[src/logic/rvCorePkg.sv]
/*
 Shared widths, reset PC and APB master state codes
 Major opcode and ALU operation enums, instruction word views, control bundle
*/
package rvCorePkg;

    localparam int xlen     = 32;
    localparam int regAddrW = 5;
    localparam int regCount = 1 << regAddrW;

    localparam logic [xlen-1:0] resetPc = 32'h0000_0000;

    // APB master FSM codes
    localparam logic [1:0] apbIdle   = 2'd0;
    localparam logic [1:0] apbSetup  = 2'd1;
    localparam logic [1:0] apbAccess = 2'd2;

    typedef enum logic [6:0] {
        opcOp    = 7'b0110011,
        opcOpImm = 7'b0010011,
        opcLoad  = 7'b0000011,
        opcStore = 7'b0100011,
        opcLui   = 7'b0110111,
        opcAuipc = 7'b0010111
    } opcodeE;

    typedef enum logic [3:0] {
        aluAdd, aluSub, aluSll, aluSlt, aluSltu,
        aluXor, aluSrl, aluSra, aluOr, aluAnd,
        aluPass  // LUI passes operand B straight through
    } aluOpE;

    // One instruction word, four ways to look at it
    typedef union packed {
        struct packed {
            logic [6:0] funct7;
            logic [4:0] rs2;
            logic [4:0] rs1;
            logic [2:0] funct3;
            logic [4:0] rd;
            logic [6:0] opcode;
        } r;
        struct packed {
            logic [11:0] imm12;
            logic [4:0]  rs1;
            logic [2:0]  funct3;
            logic [4:0]  rd;
            logic [6:0]  opcode;
        } i;
        struct packed {
            logic [6:0] immHi;
            logic [4:0] rs2;
            logic [4:0] rs1;
            logic [2:0] funct3;
            logic [4:0] immLo;
            logic [6:0] opcode;
        } s;
        struct packed {
            logic [19:0] imm20;
            logic [4:0]  rd;
            logic [6:0]  opcode;
        } u;
    } instU;

    typedef struct packed {
        logic  regWrite;
        logic  memRead;
        logic  memWrite;
        logic  aluSrcImm;  // Operand B from immediate
        logic  aluSrcPc;   // Operand A from PC
        aluOpE aluOp;
    } ctrlT;

endpackage

[src/logic/rvCoreIf.sv]
/*
 Stage-to-stage bundles: ID/EX, EX/MEM and the writeback port
*/
`timescale 1ns/10ps

interface idExIf;
    import rvCorePkg::*;
    logic                valid;
    ctrlT                ctrl;
    logic [regAddrW-1:0] rs1, rs2, rd;
    logic [xlen-1:0]     rData1, rData2;
    logic [xlen-1:0]     imm;
    logic [xlen-1:0]     pc;
    modport src (output valid, ctrl, rs1, rs2, rd, rData1, rData2, imm, pc);
    modport dst (input valid, ctrl, rs1, rs2, rd, rData1, rData2, imm, pc);
endinterface

interface exMemIf;
    import rvCorePkg::*;
    logic                valid;
    ctrlT                ctrl;
    logic [regAddrW-1:0] rd;
    logic [xlen-1:0]     aluResult;  // Also the data address
    logic [xlen-1:0]     storeData;
    modport src (output valid, ctrl, rd, aluResult, storeData);
    modport dst (input valid, ctrl, rd, aluResult, storeData);
endinterface

interface wbIf;
    import rvCorePkg::*;
    logic                regWrite;
    logic [regAddrW-1:0] rd;
    logic [xlen-1:0]     data;
    modport src (output regWrite, rd, data);
    modport dst (input regWrite, rd, data);
endinterface

[src/logic/coreFetch.sv]
/*
 Fetch stage: PC register, instruction port and IF/ID register
*/
`timescale 1ns/10ps

module coreFetch (
    input  logic                       clk,
    input  logic                       arstN,
    input  logic                       hold,
    output logic [rvCorePkg::xlen-1:0] instAddr,
    input  logic [rvCorePkg::xlen-1:0] instData,
    output rvCorePkg::instU            ifIdInst,
    output logic [rvCorePkg::xlen-1:0] ifIdPc,
    output logic                       ifIdValid
);
    import rvCorePkg::*;

    logic [xlen-1:0] pc;

    assign instAddr = pc;  // Memory answers in the same cycle

    always_ff @(posedge clk or negedge arstN) begin
        if (!arstN) begin
            pc        <= resetPc;
            ifIdValid <= 1'b0;
        end else if (!hold) begin
            pc        <= pc + 32'd4;
            ifIdValid <= 1'b1;
        end
    end

    // IF/ID payload
    always_ff @(posedge clk) begin
        if (!hold) begin
            ifIdInst <= instU'(instData);
            ifIdPc   <= pc;
        end
    end

endmodule

[src/logic/coreDecode.sv]
/*
 Decode stage: field decode, control and immediate generation
 Write-first register file, load-use detection and the ID/EX register
*/
`timescale 1ns/10ps

module coreDecode (
    input  logic                       clk,
    input  logic                       arstN,
    input  rvCorePkg::instU            ifIdInst,
    input  logic [rvCorePkg::xlen-1:0] ifIdPc,
    input  logic                       ifIdValid,
    input  logic                       memBusy,
    output logic                       loadUseStall,
    idExIf.src                         idEx,
    wbIf.dst                           wb
);
    import rvCorePkg::*;

    ctrlT                ctrl;
    logic                known;
    logic                usesRs1, usesRs2;
    logic [xlen-1:0]     imm;
    logic [regAddrW-1:0] rs1, rs2, rd;
    logic [xlen-1:0]     rData1, rData2;
    logic [xlen-1:0]     regs [regCount];

    // funct3 plus the bit-30 variant select
    function automatic aluOpE aluSel(input logic [2:0] funct3, input logic alt);
        case (funct3)
            3'b000:  return alt ? aluSub : aluAdd;
            3'b001:  return aluSll;
            3'b010:  return aluSlt;
            3'b011:  return aluSltu;
            3'b100:  return aluXor;
            3'b101:  return alt ? aluSra : aluSrl;
            3'b110:  return aluOr;
            default: return aluAnd;
        endcase
    endfunction

    always_comb begin
        ctrl.regWrite  = 1'b0;
        ctrl.memRead   = 1'b0;
        ctrl.memWrite  = 1'b0;
        ctrl.aluSrcImm = 1'b0;
        ctrl.aluSrcPc  = 1'b0;
        ctrl.aluOp     = aluAdd;
        imm            = {{20{ifIdInst.i.imm12[11]}}, ifIdInst.i.imm12};
        known          = 1'b1;
        usesRs1        = 1'b1;
        usesRs2        = 1'b0;
        case (opcodeE'(ifIdInst.r.opcode))
            opcOp: begin
                ctrl.regWrite = 1'b1;
                ctrl.aluOp    = aluSel(ifIdInst.r.funct3, ifIdInst.r.funct7[5]);
                usesRs2       = 1'b1;
            end
            opcOpImm: begin
                ctrl.regWrite  = 1'b1;
                ctrl.aluSrcImm = 1'b1;
                // ADDI has no subtract so only SRAI looks at bit 30
                ctrl.aluOp     = aluSel(ifIdInst.r.funct3,
                    ifIdInst.r.funct3 == 3'b101 && ifIdInst.r.funct7[5]);
            end
            opcLoad: begin
                ctrl.regWrite  = 1'b1;
                ctrl.memRead   = 1'b1;
                ctrl.aluSrcImm = 1'b1;
            end
            opcStore: begin
                ctrl.memWrite  = 1'b1;
                ctrl.aluSrcImm = 1'b1;
                imm            = {{20{ifIdInst.s.immHi[6]}}, ifIdInst.s.immHi,
                                  ifIdInst.s.immLo};
                usesRs2        = 1'b1;
            end
            opcLui: begin
                ctrl.regWrite  = 1'b1;
                ctrl.aluSrcImm = 1'b1;
                ctrl.aluOp     = aluPass;
                imm            = {ifIdInst.u.imm20, 12'b0};
                usesRs1        = 1'b0;
            end
            opcAuipc: begin
                ctrl.regWrite  = 1'b1;
                ctrl.aluSrcImm = 1'b1;
                ctrl.aluSrcPc  = 1'b1;
                imm            = {ifIdInst.u.imm20, 12'b0};
                usesRs1        = 1'b0;
            end
            default: begin
                known   = 1'b0;  // Becomes a bubble
                usesRs1 = 1'b0;
            end
        endcase
    end

    assign rs1 = ifIdInst.r.rs1;
    assign rs2 = ifIdInst.r.rs2;
    assign rd  = ctrl.regWrite ? ifIdInst.r.rd : '0;  // Stores report rd 0

    always_ff @(posedge clk) begin
        if (wb.regWrite && wb.rd != '0) regs[wb.rd] <= wb.data;
    end

    // Write-first reads with x0 tied to zero
    assign rData1 = (rs1 == '0) ? '0 :
                    (wb.regWrite && wb.rd == rs1) ? wb.data : regs[rs1];
    assign rData2 = (rs2 == '0) ? '0 :
                    (wb.regWrite && wb.rd == rs2) ? wb.data : regs[rs2];

    assign loadUseStall = ifIdValid && known && idEx.valid && idEx.ctrl.memRead &&
                          idEx.rd != '0 &&
                          ((usesRs1 && idEx.rd == rs1) || (usesRs2 && idEx.rd == rs2));

    always_ff @(posedge clk or negedge arstN) begin
        if (!arstN) idEx.valid <= 1'b0;
        else if (!memBusy) idEx.valid <= ifIdValid && known && !loadUseStall;
    end

    always_ff @(posedge clk) begin
        if (!memBusy) begin
            idEx.ctrl   <= ctrl;
            idEx.rs1    <= rs1;
            idEx.rs2    <= rs2;
            idEx.rd     <= rd;
            idEx.rData1 <= rData1;
            idEx.rData2 <= rData2;
            idEx.imm    <= imm;
            idEx.pc     <= ifIdPc;
        end
    end

endmodule

[src/logic/coreExecute.sv]
/*
 Execute stage: MEM and WB forwarding, operand select, ALU, EX/MEM register
*/
`timescale 1ns/10ps

module coreExecute (
    input logic clk,
    input logic arstN,
    input logic memBusy,
    idExIf.dst  idEx,
    exMemIf.src exMem,
    wbIf.dst    wb
);
    import rvCorePkg::*;

    logic [xlen-1:0] fwdA, fwdB;
    logic [xlen-1:0] opA, opB;
    logic [xlen-1:0] aluResult;
    logic            memHit1, memHit2;
    logic            wbHit1, wbHit2;

    // Load-use stall covers a load sitting in EX/MEM
    assign memHit1 = exMem.valid && exMem.ctrl.regWrite && !exMem.ctrl.memRead &&
                     exMem.rd != '0 && exMem.rd == idEx.rs1;
    assign memHit2 = exMem.valid && exMem.ctrl.regWrite && !exMem.ctrl.memRead &&
                     exMem.rd != '0 && exMem.rd == idEx.rs2;
    assign wbHit1  = wb.regWrite && wb.rd != '0 && wb.rd == idEx.rs1;
    assign wbHit2  = wb.regWrite && wb.rd != '0 && wb.rd == idEx.rs2;

    // Newest producer wins
    assign fwdA = memHit1 ? exMem.aluResult : wbHit1 ? wb.data : idEx.rData1;
    assign fwdB = memHit2 ? exMem.aluResult : wbHit2 ? wb.data : idEx.rData2;

    assign opA = idEx.ctrl.aluSrcPc  ? idEx.pc  : fwdA;
    assign opB = idEx.ctrl.aluSrcImm ? idEx.imm : fwdB;

    always_comb begin
        case (idEx.ctrl.aluOp)
            aluAdd:  aluResult = opA + opB;
            aluSub:  aluResult = opA - opB;
            aluSll:  aluResult = opA << opB[4:0];
            aluSlt:  aluResult = {31'b0, $signed(opA) < $signed(opB)};
            aluSltu: aluResult = {31'b0, opA < opB};
            aluXor:  aluResult = opA ^ opB;
            aluSrl:  aluResult = opA >> opB[4:0];
            aluSra:  aluResult = $unsigned($signed(opA) >>> opB[4:0]);
            aluOr:   aluResult = opA | opB;
            aluAnd:  aluResult = opA & opB;
            default: aluResult = opB;  // Pass-through for LUI
        endcase
    end

    always_ff @(posedge clk or negedge arstN) begin
        if (!arstN) exMem.valid <= 1'b0;
        else if (!memBusy) exMem.valid <= idEx.valid;
    end

    always_ff @(posedge clk) begin
        if (!memBusy) begin
            exMem.ctrl      <= idEx.ctrl;
            exMem.rd        <= idEx.rd;
            exMem.aluResult <= aluResult;
            exMem.storeData <= fwdB;  // Forwarded rs2
        end
    end

endmodule

[src/logic/coreResult.sv]
/*
 Memory and writeback: APB master for LW/SW, MEM/WB register
 Writeback port and retire trace
*/
`timescale 1ns/10ps

module coreResult (
    input  logic                           clk,
    input  logic                           arstN,
    exMemIf.dst                            exMem,
    output logic                           memBusy,
    wbIf.src                               wb,
    output logic [rvCorePkg::xlen-1:0]     pAddr,
    output logic                           pSel,
    output logic                           pEnable,
    output logic                           pWrite,
    output logic [rvCorePkg::xlen-1:0]     pWData,
    input  logic [rvCorePkg::xlen-1:0]     pRData,
    input  logic                           pReady,
    output logic                           retireValid,
    output logic [rvCorePkg::regAddrW-1:0] retireRd,
    output logic [rvCorePkg::xlen-1:0]     retireData
);
    import rvCorePkg::*;

    logic [1:0]          apbState, apbNext;
    logic                memOp;
    logic                apbDone;
    logic                memWbRegWrite;
    logic [regAddrW-1:0] memWbRd;
    logic [xlen-1:0]     memWbData;

    assign memOp   = exMem.valid && (exMem.ctrl.memRead || exMem.ctrl.memWrite);
    assign apbDone = (apbState == apbAccess) && pReady;
    assign memBusy = memOp && !apbDone;  // Freezes PC and all stages upstream

    always_comb begin
        case (apbState)
            apbIdle:   apbNext = memOp ? apbSetup : apbIdle;
            apbSetup:  apbNext = apbAccess;
            apbAccess: apbNext = pReady ? apbIdle : apbAccess;
            default:   apbNext = apbIdle;
        endcase
    end

    always_ff @(posedge clk or negedge arstN) begin
        if (!arstN) apbState <= apbIdle;
        else apbState <= apbNext;
    end

    // EX/MEM is frozen during the transfer so address and data hold still
    assign pSel    = (apbState == apbSetup) || (apbState == apbAccess);
    assign pEnable = apbState == apbAccess;
    assign pWrite  = exMem.ctrl.memWrite;
    assign pAddr   = exMem.aluResult;
    assign pWData  = exMem.storeData;

    // MEM/WB control; retire pulses once even if MEM/WB is held
    always_ff @(posedge clk or negedge arstN) begin
        if (!arstN) begin
            memWbRegWrite <= 1'b0;
            retireValid   <= 1'b0;
        end else if (memBusy) begin
            retireValid   <= 1'b0;
        end else begin
            memWbRegWrite <= exMem.valid && exMem.ctrl.regWrite;
            retireValid   <= exMem.valid;
        end
    end

    always_ff @(posedge clk) begin
        if (!memBusy) begin
            memWbRd   <= exMem.rd;
            memWbData <= exMem.ctrl.memRead ? pRData : exMem.aluResult;  // Stores keep address
        end
    end

    assign wb.regWrite = memWbRegWrite;
    assign wb.rd       = memWbRd;
    assign wb.data     = memWbData;

    assign retireRd   = memWbRd;
    assign retireData = memWbData;

endmodule

[src/logic/rvCore.sv]
/*
 RV32I five-stage core top level
 Stage instances, stage bundles and the PC hold wire
*/
`timescale 1ns/10ps

module rvCore (
    input  logic                           clk,
    input  logic                           arstN,
    output logic [rvCorePkg::xlen-1:0]     instAddr,
    input  logic [rvCorePkg::xlen-1:0]     instData,
    output logic [rvCorePkg::xlen-1:0]     pAddr,
    output logic                           pSel,
    output logic                           pEnable,
    output logic                           pWrite,
    output logic [rvCorePkg::xlen-1:0]     pWData,
    input  logic [rvCorePkg::xlen-1:0]     pRData,
    input  logic                           pReady,
    output logic                           retireValid,
    output logic [rvCorePkg::regAddrW-1:0] retireRd,
    output logic [rvCorePkg::xlen-1:0]     retireData
);
    import rvCorePkg::*;

    instU            ifIdInst;
    logic [xlen-1:0] ifIdPc;
    logic            ifIdValid;
    logic            memBusy;
    logic            loadUseStall;
    logic            hold;

    idExIf  idExBus ();
    exMemIf exMemBus ();
    wbIf    wbBus ();

    assign hold = memBusy | loadUseStall;  // PC and IF/ID

    coreFetch fetchStage (
        .clk       (clk),
        .arstN     (arstN),
        .hold      (hold),
        .instAddr  (instAddr),
        .instData  (instData),
        .ifIdInst  (ifIdInst),
        .ifIdPc    (ifIdPc),
        .ifIdValid (ifIdValid)
    );

    coreDecode decodeStage (
        .clk          (clk),
        .arstN        (arstN),
        .ifIdInst     (ifIdInst),
        .ifIdPc       (ifIdPc),
        .ifIdValid    (ifIdValid),
        .memBusy      (memBusy),
        .loadUseStall (loadUseStall),
        .idEx         (idExBus.src),
        .wb           (wbBus.dst)
    );

    coreExecute executeStage (
        .clk     (clk),
        .arstN   (arstN),
        .memBusy (memBusy),
        .idEx    (idExBus.dst),
        .exMem   (exMemBus.src),
        .wb      (wbBus.dst)
    );

    coreResult resultStage (
        .clk         (clk),
        .arstN       (arstN),
        .exMem       (exMemBus.dst),
        .memBusy     (memBusy),
        .wb          (wbBus.src),
        .pAddr       (pAddr),
        .pSel        (pSel),
        .pEnable     (pEnable),
        .pWrite      (pWrite),
        .pWData      (pWData),
        .pRData      (pRData),
        .pReady      (pReady),
        .retireValid (retireValid),
        .retireRd    (retireRd),
        .retireData  (retireData)
    );

endmodule

[config.mk]
export PLATFORM = sky130hd
export DESIGN_NAME = rvCore
export DESIGN_NICKNAME = d
export VERILOG_FILES = /design/src/logic/rvCorePkg.sv /design/src/logic/rvCoreIf.sv /design/src/logic/coreFetch.sv /design/src/logic/coreDecode.sv /design/src/logic/coreExecute.sv /design/src/logic/coreResult.sv /design/src/logic/rvCore.sv
export SDC_FILE = /design/constraint.sdc
export NUM_CORES = 2
export LEC_CHECK = 0
export ABC_CLOCK_PERIOD_IN_PS = 5400
export BUFFER_PORTS_ARGS = -buffer_cell sky130_fd_sc_hd__buf_4
export CAP_MARGIN = 0
export CORE_ASPECT_RATIO = 1.2
export CORE_MARGIN = 5
export CORE_UTILIZATION = 57
export DETAILED_ROUTE_END_ITERATION = 10
export PLACE_DENSITY = 0.77
export REMOVE_ABC_BUFFERS = 1
export SLEW_MARGIN = 25
export SYNTH_ARGS = -nofsm -noshare
export SYNTH_HDL_FRONTEND = slang
export SYNTH_HIERARCHICAL = 1
export SYNTH_SLANG_ARGS = --single-unit
[constraint.sdc]
create_clock -name clk -period 5.4 [get_ports clk]
set_input_delay 0 -clock clk [delete_from_list [all_inputs] [get_ports clk]]
set_output_delay 0 -clock clk [all_outputs]
set_load 0.02 [all_outputs]
==> impl_metrics.env <==
export IMPL_clock_latency_ps=790
export IMPL_io_pins=204
export IMPL_ys_warn_count=6
export IMPL_clk_pin_slew_worst_paths_ps=70
export IMPL_path_class="flip-flop to flip-flop"
export IMPL_viasPerCell=7.40
export IMPL_timing_slew_headroom_pct=20.4
export IMPL_portBuffers=201
export IMPL_grt_total_usage_pct=41.0
export IMPL_antenna_found_initial=18
export IMPL_core_rowCount=143
export IMPL_place_ws_ps=-527
export IMPL_cts_sinks=1384
export IMPL_synthToLayoutAreaGrowth_pct=16.9
export IMPL_grt_pass1_wl_mm=392
export IMPL_ant_nets=0
export IMPL_violations="setup timing"
export IMPL_final_core_util_pct=67.0
export IMPL_multiInputGateArea_sq_um=29100
export IMPL_place_congestion=1.08
export IMPL_fmax_mhz=176
export IMPL_grt_max_degree=98
export IMPL_synth_area_per_cell_sq_um=14.7
export IMPL_max_cap_viol_count=0
export IMPL_wire_per_inst_um=38.8
export IMPL_critPathRequiredTime_ps=6050
export IMPL_gr_total_overflow=0
export IMPL_endpoint_kind="flip-flop"
export IMPL_fin_area_sq_um=84600
export IMPL_grt_pass1_vias=52900
export IMPL_peakVddDrop_mv=0.343
export IMPL_layout_drive_gt1_share_pct=29.5
export IMPL_critPathArrivalTime_ps=6350
export IMPL_fin_setup_tns_ps=-761
export IMPL_wl_mm=282
export IMPL_die_width_um=335
export IMPL_clockRootBuffer="clkbuf_16"
export IMPL_worst_slew_pin_slew_ps=1190
export IMPL_finalPower_mw=31.7
export IMPL_seqCellArea_sq_um=41400
export IMPL_dieArea_sq_um=134000
export IMPL_startpoint_type="flip-flop"
export IMPL_finalSetupViolCount=6
export IMPL_fin_ws_ps=-297
export IMPL_rsz0062_at_grt="true"
export IMPL_synth_area_sq_um=72300
export IMPL_vias=53800
export IMPL_synthCells=4923
export IMPL_timing_final_crit_period_ps=5700
export IMPL_layout_nets=5652
export IMPL_hpwl_mm=181
export IMPL_worst_clock_skew_ps=30.0
export IMPL_finalHoldViolations=0
export IMPL_start_util_pct=57.3
export IMPL_min_period_over_period_pct=105
export IMPL_run_status="finished, violations left"
export IMPL_dpl_instance_area_sq_um=78100
export IMPL_fillers=8582
export IMPL_htree_levels=4
export IMPL_drtIter0Drc=8481
export IMPL_p_per_area_nw_per_um2=375
export IMPL_numCtsBuffers=140
export IMPL_die_y_um=400
export IMPL_leakage_nw=30.8
export IMPL_cp_max_fo=49
export IMPL_core_area_sq_um=126000
export IMPL_route_detailed_drc=0
export IMPL_slew_violations=0
export IMPL_clockBufferDepth=3
export IMPL_hold_class="input port to flip-flop"
export IMPL_drt_first_pass_iters=8
export IMPL_cts_tree="built"
through the flow:
stage / cells / hold slack [ps]
5_1_grt: 7262 / 64.3
6_report: 7270 / 67.4
3_5_place_dp: 6875 / 1.09
3_3_place_gp: 6870 / -4.41
2_1_floorplan: 4486 / -296
4_1_cts: 7237 / 27.4
power breakdown:
group | switching, mW | internal (mW)
clock | 4.29 | 5.31
combinational | 4.91 | 2.78
sequential | 0.951 | 13.5
state kept, by name (all words and copies together), names as in the netlist, 2 cells and up:
signal and cells:
executeStage/exMem.aluResult 32, executeStage/exMem.rd 5, decodeStage/idEx.pc 32, decodeStage/idEx.ctrl 9, decodeStage/idEx.rd 5, resultStage/apbState 2, decodeStage/regs 1024, fetchStage/ifIdInst 32
decodeStage/idEx.rs2 5, decodeStage/idEx.rs1 5, fetchStage/ifIdPc 30, fetchStage/instAddr 30, resultStage/retireData 32, decodeStage/idEx.rData1 32, executeStage/exMem.storeData 32, resultStage/retireRd 5
decodeStage/idEx.rData2 32, decodeStage/idEx.imm 32, executeStage/exMem.ctrl 3
per-layer routing:
layer	global-route usage [%]	wire, um	vias up
met5	0	72	-
met3	12.1	35900	1442
li1	-	-	20900
met1	48.9	89500	26600
met4	31.8	29100	10
met2	62.6	128000	4830
final timing paths:
kind / depth (start not counted) / endpoint / slack, ps / start
worst min register to register: 0 / decodeStage/idEx.pc[23] / 420 / fetchStage/ifIdPc[23]
worst max-delay path: 15 / executeStage/exMem.aluResult[21] / -300 / resultStage/retireRd[4]
worst max register to register: 15 / executeStage/exMem.aluResult[21] / -300 / resultStage/retireRd[4]
max in group asynchronous: 4 / fetchStage/instAddr[23] / 4950 / arstN
min in group asynchronous: 4 / fetchStage/instAddr[9] / 240 / arstN
worst min-delay path: 3 / resultStage/retireData[13] / 70 / pRData[13]
timing repair:
item / CTS / global route
setup buffers: 7 / 21
pin swaps: 11 / 39
endpoints found under the setup margin: 20 / 22
gates resized for setup: 32 / 115
hold endpoints to repair: 106 / 0
hold buffers: 100 / 0
critical path: stages, from the launching register on:
cell	delay [ps]
edfxtp_1	430
or4_4	560
o211ai_1	280
buf_4	170
o21ai_1	80
a31oi_2	270
mux2i_4	120
inv_2	70
buf_4	100
buf_4	640
mux2_2	520
a211oi_2	900
a32oi_1	220
a31oi_1	630
buf_4	290
o32a_1	180
area by class of cell:
cell class,count,share of cell area [%]
antenna,10,0.0296
clock buffer,175,4.40
clock inverter,80,0.834
inverter,110,0.497
multi-input combinational,2992,34.5
sequential,1384,48.9
tap,1667,2.47
timing repair buffer,852,8.39
layout by cell type (no fill, tap or decap), types with 94 or more instances in the layout:
master,count
o22ai_1,114
mux4_2,368
mux2i_1,502
nand2_1,192
o21ai_0,123
dlygate4sd3_1,99
a21oi_1,216
buf_4,716
nor2_1,166
edfxtp_1,1347
mux2_2,97
clkbuf_16,144
inv_1,94
ha_1,94
Power figures use the tool's default switching activity.
